[src/logic/cve2_core_pkg.sv]
////////////////////////////////////////////////////////////////////////////
// Core support package
// Register file geometry and value types, plus sleep control constants
////////////////////////////////////////////////////////////////////////////

`default_nettype none

package cve2_core_pkg;

  // Register file geometry
  localparam int unsigned RF_NUM_REGS = 32;
  localparam int unsigned RF_ADDR_W   = $clog2(RF_NUM_REGS);
  localparam int unsigned RF_DATA_W   = 32;

  typedef logic [RF_ADDR_W-1:0] rf_addr_t;
  typedef logic [RF_DATA_W-1:0] rf_data_t;

  // Busy flag value out of reset, core starts asleep
  localparam logic CORE_BUSY_RESET = 1'b0;

endpackage

`default_nettype wire

[src/logic/cve2_register_file_ff.sv]
////////////////////////////////////////////////////////////////////////////
// Flip-flop register file
// 32 x 32 bits, two combinational read ports and one write port
////////////////////////////////////////////////////////////////////////////

`default_nettype none

module cve2_register_file_ff import cve2_core_pkg::*; (
  input  logic     clk_i,
  input  logic     rst_ni,

  // Read port A
  input  rf_addr_t raddr_a_i,
  output rf_data_t rdata_a_o,

  // Read port B
  input  rf_addr_t raddr_b_i,
  output rf_data_t rdata_b_o,

  // Write port
  input  rf_addr_t waddr_a_i,
  input  rf_data_t wdata_a_i,
  input  logic     we_a_i
);

  rf_data_t rf_reg [RF_NUM_REGS];

  // x0 is hardwired
  assign rf_reg[0] = '0;

  for (genvar i = 1; i < RF_NUM_REGS; i++) begin : gen_regs
    logic     we;
    rf_data_t reg_q;

    assign we = we_a_i & (waddr_a_i == rf_addr_t'(i));

    always_ff @(posedge clk_i or negedge rst_ni) begin
      if (!rst_ni) begin
        reg_q <= '0;
      end else if (we) begin
        reg_q <= wdata_a_i;
      end
    end

    assign rf_reg[i] = reg_q;
  end

  // Read muxes
  assign rdata_a_o = rf_reg[raddr_a_i];
  assign rdata_b_o = rf_reg[raddr_b_i];

endmodule

`default_nettype wire

[config.mk]
export PLATFORM = sky130hd
export DESIGN_NAME = cve2_register_file_ff
export DESIGN_NICKNAME = d
export VERILOG_FILES = /design/src/logic/cve2_core_pkg.sv /design/src/logic/cve2_register_file_ff.sv
export SDC_FILE = /design/constraint.sdc
export NUM_CORES = 2
export LEC_CHECK = 0
export BUFFER_PORTS_ARGS = -buffer_cell sky130_fd_sc_hd__buf_2
export CAP_MARGIN = 20
export CORE_ASPECT_RATIO = 1.5
export CORE_MARGIN = 4
export CORE_UTILIZATION = 40
export CTS_CLUSTER_SIZE = 12
export DETAILED_ROUTE_END_ITERATION = 8
export GPL_ROUTABILITY_DRIVEN = 0
export PLACE_DENSITY_LB_ADDON = 0.1
export RECOVER_POWER = 25
export SYNTH_ARGS = -nofsm -noshare
export SYNTH_HDL_FRONTEND = slang
export SYNTH_SLANG_ARGS = --single-unit
export TNS_END_PERCENT = 50
[constraint.sdc]
create_clock -name clk_i -period 1.8 [get_ports clk_i]
set_input_delay 0.09 -clock clk_i [delete_from_list [all_inputs] [get_ports clk_i]]
set_output_delay 0.09 -clock clk_i [all_outputs]
set_load 0.01 [all_outputs]
==> flow_summary.json <==
{
  "drive_gt1_frac": 0.5672,
  "drt_iter0_drc": 2641,
  "pre_cts_ws_ns": -0.4870,
  "num_vias": 35820,
  "drv_slew": 0,
  "synth_edf_count": 0,
  "cp.required_ns": 1.71,
  "syn-num-nets": 3689,
  "synth-seq-cells": 992,
  "cp_slowest_stage_delay_ns": 0.44,
  "p_leak_nw": 28.00,
  "fin_nets": 3976,
  "syn_inst": 3639,
  "die_w_um": 305.8,
  "core_um2": 131700,
  "synth_top_cell_by_area": "dfrtp_1",
  "crit_type": "reg -> out",
  "dp_hpwl_um": 128000,
  "drv_cap": 0,
  "grt_max_degree": 127,
  "rsz0062_at_grt": "yes",
  "synth_most_common_cell": "mux2_2",
  "async_flop_share": 1.000,
  "status": "complete, but fails checks",
  "final_area_um2": 64190,
  "ys_warn_count": 0,
  "cts_tree": "yes",
  "firstDrtPassIters": 5,
  "via_per_inst": 6.242,
  "synth_top_area_share": 0.4667,
  "pin_count": 114,
  "grt_pass1_wl_um": 280800,
  "drc_errors": 0,
  "fillers": 11390,
  "powerDensity_nw_per_um2": 1051,
  "cts_buffers": 103,
  "path_buf_inv": 2,
  "cts.clk_slew.worst_paths_ns": 0.06,
  "regMostFlops": "gen_regs.reg_q",
  "placed_area_um2": 59820,
  "fp.dieH_um": 454.6,
  "grt_use_total": 0.2739,
  "worstMarginPinSlew_ns": 1.077,
  "finalHoldViolations": 0,
  "synth_area_um2": 53190,
  "period_needed_ns": 2.558,
  "overflow": 0,
  "use_met1": 0.3432,
  "timing.final.crit_share": 1.421,
  "yosys-top-cells-count": "1010 x mux2_2, 992 x dfrtp_1, 384 x mux4_2",
  "setup-tns-final_ns": -104.72,
  "critPathSlowestCell": "mux4_2",
  "endpoint_kind": "output pin",
  "hold_path_class": "in -> reg",
  "htree_levels": 3,
  "largest_register_ffs": 992,
  "setup_ws_ns": -0.7578,
  "detail_route.wl_per_cell_um": 33.18,
  "dieArea_um2": 139000,
  "slew_headroom": 0.2822,
  "dp.cells": 5533,
  "synth_ff_type": "dfrtp_1",
  "worstPathMaxFanout": 2,
  "clk_latency_ns": 0.70,
  "clockBufferDepth": 3,
  "num_rows": 163,
  "clock-sinks": 992,
  "max_freq_mhz": 391.0,
  "setup_violations": 625,
  "ys_seq_area_frac": 0.4667,
  "fin_cells": 5739,
  "fin_skew_ns": 0,
  "worst_path_dominant_cell_family": "compound AO/OA/AOI/OAI gates",
  "use_met3": 0.03819,
  "wirelength_um": 190400,
  "cp-start-kind": "register",
  "start_util": 0.4038,
  "busiest_layer": "met2",
  "portBuffers": 113,
  "p_total_mw": 67.48,
  "syn_avg_cell_area_um2": 14.62,
  "met2_usage": 0.4739,
  "cp_cell_sequence": "buf_4 > mux4_2 > a22o_1 > o21ai_4 > o31ai_4 > buf_2",
  "arrival_ns": 2.47,
  "grt_pass1_vias": 39930,
  "area_growth_pct": 20.67,
  "reg.largest.list": "gen_regs.reg_q: 992 flops",
  "ir_worst_vdd_mv": 0.7277,
  "antenna_found_initial": 7,
  "antenna_left": 0,
  "cts_root_buf": "clkbuf_16",
  "ys_types": 32,
  "violations": "setup timing",
  "yosys-top-cells-area": "dfrtp_1 47%, mux2_2 21%, mux4_2 16%, a22o_1 3.2%, mux2i_1 3.0%"
}
-- where the power goes --
part | internal, mW | leakage, nW | switching (mW)
logic | 9.27 | 13.6 | 6.33
clock network | 12.6 | 1.67 | 9.24
registers | 26.7 | 12.7 | 3.35
total | 48.6 | 28.0 | 18.9
-- logic make-up after synthesis --
logic type / synth area share
buf+inv: 0.03578
mux: 0.4162
simple gates: 0.01811
flops: 0.4667
compound gates: 0.06322
-- cell usage in the layout (no fill, tap or decap), drive strengths merged, types with 10 or more instances in the layout --
master	n
clkinv	13
buf	552
mux2i	160
a22o	192
clkbuf	168
mux4	384
a211oi	64
o31ai	64
dfrtp	992
o22ai	64
nor2b	10
dlygate4sd3	31
o21ai	64
nand2	79
nor2	15
and3	32
and2	34
mux2	1056
-- layout make-up --
cell class | instances | area [µm²] | share of cell area
diodes | 5 | 12.51 | 0.0001949
clock buffers | 161 | 3141 | 0.04892
clock inverters | 20 | 236.5 | 0.003684
inverters | 2 | 8.758 | 0.0001364
multi-input cells | 2237 | 27440 | 0.4274
flip-flops and latches | 992 | 24820 | 0.3867
well taps | 1732 | 2167 | 0.03376
repair buffers | 590 | 6367 | 0.09919
-- worst paths after layout --
path                                                 endpoint                          startpoint  slack [ns]  depth (start not counted)
setup / recovery                                 rdata_b_o[6]   gen_regs[26].reg_q[6]$_DFFE_PN0P_       -0.76                          6
hold / removal              gen_regs[7].reg_q[27]$_DFFE_PN0P_                       wdata_a_i[27]        0.05                          2
setup reg to reg            gen_regs[12].reg_q[9]$_DFFE_PN0P_   gen_regs[12].reg_q[9]$_DFFE_PN0P_        0.87                          2
hold reg to reg            gen_regs[20].reg_q[21]$_DFFE_PN0P_  gen_regs[20].reg_q[21]$_DFFE_PN0P_        0.51                          1
max in group asynchronous    gen_regs[2].reg_q[6]$_DFFE_PN0P_                              rst_ni       -0.25                          4
min in group asynchronous   gen_regs[27].reg_q[7]$_DFFE_PN0P_                              rst_ni        0.86                          3
-- stage by stage --
| step | hold slack [ns] | utilization |
|---|---|---|
| global route | 0.05206 | 0.4872 |
| global placement | 0.1872 | 0.4540 |
| CTS | 0.001158 | 0.4854 |
| finish | 0.05313 | 0.4872 |
| floorplan | -0.2056 | - |
| detailed placement | 0.1844 | 0.4540 |
-- layer usage --
layer | wire length (µm) | vias to the layer above
met3 | 9647 | 431
met4 | 9312 | 2
met1 | 75680 | 19520
met5 | 8 | -
li1 | - | 14660
met2 | 95760 | 1218
-- timing repair --
item / in CTS / in global routing
pin swaps: 81 / 56
buffers inserted: 6 / 6
setup endpoints to repair: 64 / 64
endpoints found under the hold margin: 1841 / 0
hold buffers: 31 / 0
resized for setup: 107 / 56
-- worst register-to-register path, cell delays in order (launching register included) --
cell     delay, ns
dfrtp_1       0.39
buf_4         0.14
mux2_1        0.29
Note: power is estimated with default switching activity, not from simulation.
