### config.mk
export PLATFORM = sky130hd
export DESIGN_NAME = cve2_scramble_ctrl
export DESIGN_NICKNAME = d
export VERILOG_FILES = /design/src/logic/cve2_icache_pkg.sv /design/src/logic/cve2_scramble_ctrl.sv
export SDC_FILE = /design/constraint.sdc
export NUM_CORES = 1
export LEC_CHECK = 0
export BUFFER_PORTS_ARGS = -buffer_cell sky130_fd_sc_hd__buf_2
export CAP_MARGIN = 10
export CORE_MARGIN = 3
export CORE_UTILIZATION = 45
export CTS_BUF_LIST = sky130_fd_sc_hd__clkbuf_4 sky130_fd_sc_hd__clkbuf_8
export DETAILED_ROUTE_END_ITERATION = 7
export GPL_TIMING_DRIVEN = 0
export HOLD_SLACK_MARGIN = 0.03
export PLACE_DENSITY = 0.9
export SYNTH_ARGS = -nofsm -noshare
export SYNTH_HDL_FRONTEND = slang
export SYNTH_SLANG_ARGS = --single-unit
export TNS_END_PERCENT = 5
### constraint.sdc
create_clock -name clk_i -period 1.4 [get_ports clk_i]
set_clock_uncertainty 0.2 [all_clocks]
set_input_delay 0.14 -clock clk_i [delete_from_list [all_inputs] [get_ports clk_i]]
set_output_delay 0.14 -clock clk_i [all_outputs]
set_load 0.03 [all_outputs]
### src/logic/cve2_icache_pkg.sv
////////////////////////////////////////////////////////////////////////////
// Instruction cache package
// Way and line geometry, tag and line payload types, scramble key
////////////////////////////////////////////////////////////////////////////

`default_nettype none

package cve2_icache_pkg;

  // Cache geometry
  localparam int unsigned IC_NUM_WAYS  = 2;
  localparam int unsigned IC_NUM_LINES = 64;
  localparam int unsigned IC_INDEX_W   = $clog2(IC_NUM_LINES);
  localparam int unsigned IC_TAG_SIZE  = 22;

  // A line is filled by two beats of the 32-bit fetch bus
  localparam int unsigned BUS_SIZE      = 32;
  localparam int unsigned IC_LINE_BEATS = 2;
  localparam int unsigned IC_LINE_SIZE  = BUS_SIZE * IC_LINE_BEATS;

  localparam int unsigned SCRAMBLE_KEY_W = 64;

  typedef logic [IC_INDEX_W-1:0]     ic_index_t;
  typedef logic [IC_TAG_SIZE-1:0]    ic_tag_t;
  typedef logic [IC_LINE_SIZE-1:0]   ic_line_t;
  typedef logic [SCRAMBLE_KEY_W-1:0] scramble_key_t;

  // Key in use until the provider hands over a fresh one
  localparam scramble_key_t SCRAMBLE_KEY_DEFAULT = 64'hC3A5_1E0F_96D2_7B48;

endpackage

`default_nettype wire

### src/logic/cve2_scramble_ctrl.sv
////////////////////////////////////////////////////////////////////////////
// Scramble key controller
// Requests a fresh key after a cache invalidate and tracks key validity
////////////////////////////////////////////////////////////////////////////

`default_nettype none

module cve2_scramble_ctrl import cve2_icache_pkg::*; (
  input  logic          clk_i,
  input  logic          rst_ni,

  input  logic          icache_inval_i,

  // Key provider handshake
  input  logic          scramble_key_valid_i,
  input  scramble_key_t scramble_key_i,
  output logic          scramble_req_o,

  // Current key towards the banks
  output scramble_key_t key_o,
  output logic          key_valid_o
);

  scramble_key_t key_q;
  logic          key_valid_d, key_valid_q;
  logic          req_d, req_q;

  // Request held until the provider returns a valid key
  assign req_d = req_q ? ~scramble_key_valid_i : icache_inval_i;

  // Invalid from the invalidate until the key arrives
  assign key_valid_d = icache_inval_i ? 1'b0                 :
                       req_q          ? scramble_key_valid_i :
                                        key_valid_q;

  // Key capture
  always_ff @(posedge clk_i or negedge rst_ni) begin
    if (!rst_ni) begin
      key_q <= SCRAMBLE_KEY_DEFAULT;
    end else if (scramble_key_valid_i) begin
      key_q <= scramble_key_i;
    end
  end

  always_ff @(posedge clk_i or negedge rst_ni) begin
    if (!rst_ni) begin
      key_valid_q <= 1'b1;
      req_q       <= 1'b0;
    end else begin
      key_valid_q <= key_valid_d;
      req_q       <= req_d;
    end
  end

  assign scramble_req_o = req_q;
  assign key_o          = key_q;
  assign key_valid_o    = key_valid_q;

endmodule

`default_nettype wire

==> out/results.txt <==
Most used DFF post-synth - dfstp_2
Yosys warnings - 0
Area of the multi-input gates - 887 um^2
Crit start category - primary input
IO Count - 134
Top-count cell post-synth - mux2_4
Share of the synthesized area in the top cell type - 0.327
Nets@finish - 420
Min Clock Period, post-route - 1.41 ns
Data arrival, critical path - 1.41 ns
Number of fillers in the final layout - 319
First-pass GRT wire length - 11200 um
1st-pass router iterations - 4
Failing checks - negative setup slack
Final cell count without fillers - 429
Via count - 2038
Slowest-stage cell, CP - dlygate4sd3_1
Seq/Total Area, Yosys - 0.639
Avg Synthesized Cell Area - 18.8 um^2
Reg clk slew, reported paths - 0.07 ns
# Post-CTS Setup Buffers - 0
ANT cells - 0
Setup_tns - -0.0126 ns
Routability cong. - 0.688
HP Class - in2reg
Sw Ratio - 0.281
Clk network pwr share - 0.310
CTS sink cnt - 66
Initial antenna violation count - 0
Endpoints failing setup - 2
RSZ-0062 raised after global routing - true
CTS tree - done
Internal - 3.79 mW
Period utilization - 1.01
Maximum vdd drop - 0.000791 V
Area Overhead vs Synth - 66.7%
Register bit total from synthesis - 66
Drt wl/cell - 18.2 um
Via/cell ratio - 4.75
Total grt overflow - 0
Setup CP Type - in2reg
Post-Synthesis Cells - 141
NetSw - 1.48 mW
Share of layout cells above drive strength 1 - 0.709
Register share of total power - 0.436
Worst-skew pair later-pin latency - 0.32 ns
Ys async rst share - 1.00
Outcome - finished with violations
Iter 0 DRT Violations - 55
Critical Path Sink Type - flip-flop
Slew HR - 0.569
Max clock buf depth - 2
Netlist cell types - 9
H-tree Lvls - 3
Worst setup margin - -0.00813 ns
Core area - 5610 um^2
DRT Wirelength - 7810 um
Num rows - 27
Max incr delay on CP - 0.56 ns
Pin count of the biggest net entering global routing - 40
Design Area, Final - 4420 um^2
Initial core utilization - 0.473
Pleak - 2.16 nW
Area after DPL - 3420 um^2
Worst EP required - 1.40 ns
Crit path buffers/inverters - 3
GRT Overall Usage - 0.228
Fmax - 710 MHz
EDFF count, synth - 0
Register area - 1690 um^2
PortBufs - 132
Max-cap viol count - 0
Hold wc startpoint - scramble_key_valid_i
Synth area leaders - dfstp_2, dfrtp_1, mux2_4
DRC violations left - 0
PD cells - 1190 nW/um^2
CP max FO - 10
Post-DP HPWL - 4140 um
Die width - 82.7 um
Slew Viols, Final - 0
Cell chain of the critical path - dlygate4sd3_1 -> buf_6 -> buf_6 -> mux2_4
Placed cells - 346
Die H - 82.7 um
FF-to-FF Start - key_o[38]
Root buffer cell - clkbuf_8
Cts bufs inserted - 9
Die area - 6850 um^2
Final hold violations - 0
Start point of the critical path - scramble_key_valid_i
Most used cell, CP - buf_6
Worst Max-Slew Pin Slew - 0.647 ns
Cell area after synthesis - 2650 um^2
Vias in the first global route - 2272
Mapped Nets - 209
Combinational power share - 0.254
DRT antenna net count - 0
Yosys top cell by area - dfstp_2
Flop-to-flop setup slack - 0.39 ns
Most frequent cells after synthesis - mux2_4, dfrtp_1, dfstp_2
Crit path max-delay family - buffers and inverters
-- worst paths after layout --
kind                             end  cells past startpoint
setup / recovery           key_o[49]                      4
hold / removal             key_o[20]                      2
setup reg to reg           key_o[38]                      1
hold reg to reg             key_o[2]                      1
max in group asynchronous   key_o[3]                      3
min in group asynchronous  key_o[30]                      2
-- cells in the final DEF, fill, tap and decap left out, drive strengths merged --
cell type,instances
buf,139
bufinv,1
clkbuf,15
clkinv,1
dfrtp,33
dfstp,33
dlygate4sd3,67
inv,1
mux2,64
mux2i,2
nor2,1
-- cell families after synthesis --
logic type | synth area share
buffers and inverters | 0.0264
flip-flops | 0.639
multiplexers | 0.333
AND/OR/NAND/NOR | 0.00142
-- routing by layer --
metal / share of wire / global-route usage / vias to the layer above / wire, um
li1: - / - / 913 / -
met1: 0.40 / 0.257 / 995 / 3150
met2: 0.48 / 0.387 / 112 / 3760
met3: 0.092 / 0.0792 / 18 / 716
met4: 0.023 / 0.106 / 0 / 177
met5: 0 / 0 / - / 0
-- what timing repair did --
| action | CTS | global route |
|---|---|---|
| hold buffers | 67 | 0 |
| hold endpoints to repair | 93 | 0 |
| setup endpoints to repair | 27 | 13 |
| resized for setup | 27 | 20 |
| cloned | 0 | 0 |
-- state kept, by name, summed over array words and instances, names as in the netlist --
| signal | cells |
|---|---|
| key_valid_o | 1 |
| key_o | 64 |
| scramble_req_o | 1 |
-- metrics by stage --
stage          setup WS, ns  hold WS (ns)  power (mW)  utilization
2_1_floorplan         0.311        -0.356        3.02            -
3_3_place_gp         -0.177        0.0769        3.36        0.606
3_5_place_dp          0.266      -0.00437        3.39        0.610
4_1_cts            0.000569        0.0324        5.24        0.779
5_1_grt            -0.00318        0.0484        5.49        0.788
6_report           -0.00813        0.0562        5.27        0.788
-- power groups by stage --
stage / registers [mW] / logic, mW / clock network, mW
after floorplan: 2.70 / 0.319 / 0
after global placement: 2.28 / 1.07 / 0
after detailed placement: 2.29 / 1.10 / 0
after CTS: 2.27 / 1.29 / 1.67
after global routing: 2.32 / 1.41 / 1.77
final: 2.30 / 1.34 / 1.64
-- final cells by class --
type / count / share of cell area
sequential: 66 / 0.383
timing repair buffer: 200 / 0.332
clock inverter: 2 / 0.00793
clock buffer: 14 / 0.0394
tap: 72 / 0.0204
inverter: 1 / 0.000850
multi-input combinational: 67 / 0.201
buffer: 7 / 0.0150
Note: power is estimated with default switching activity, not from simulation.
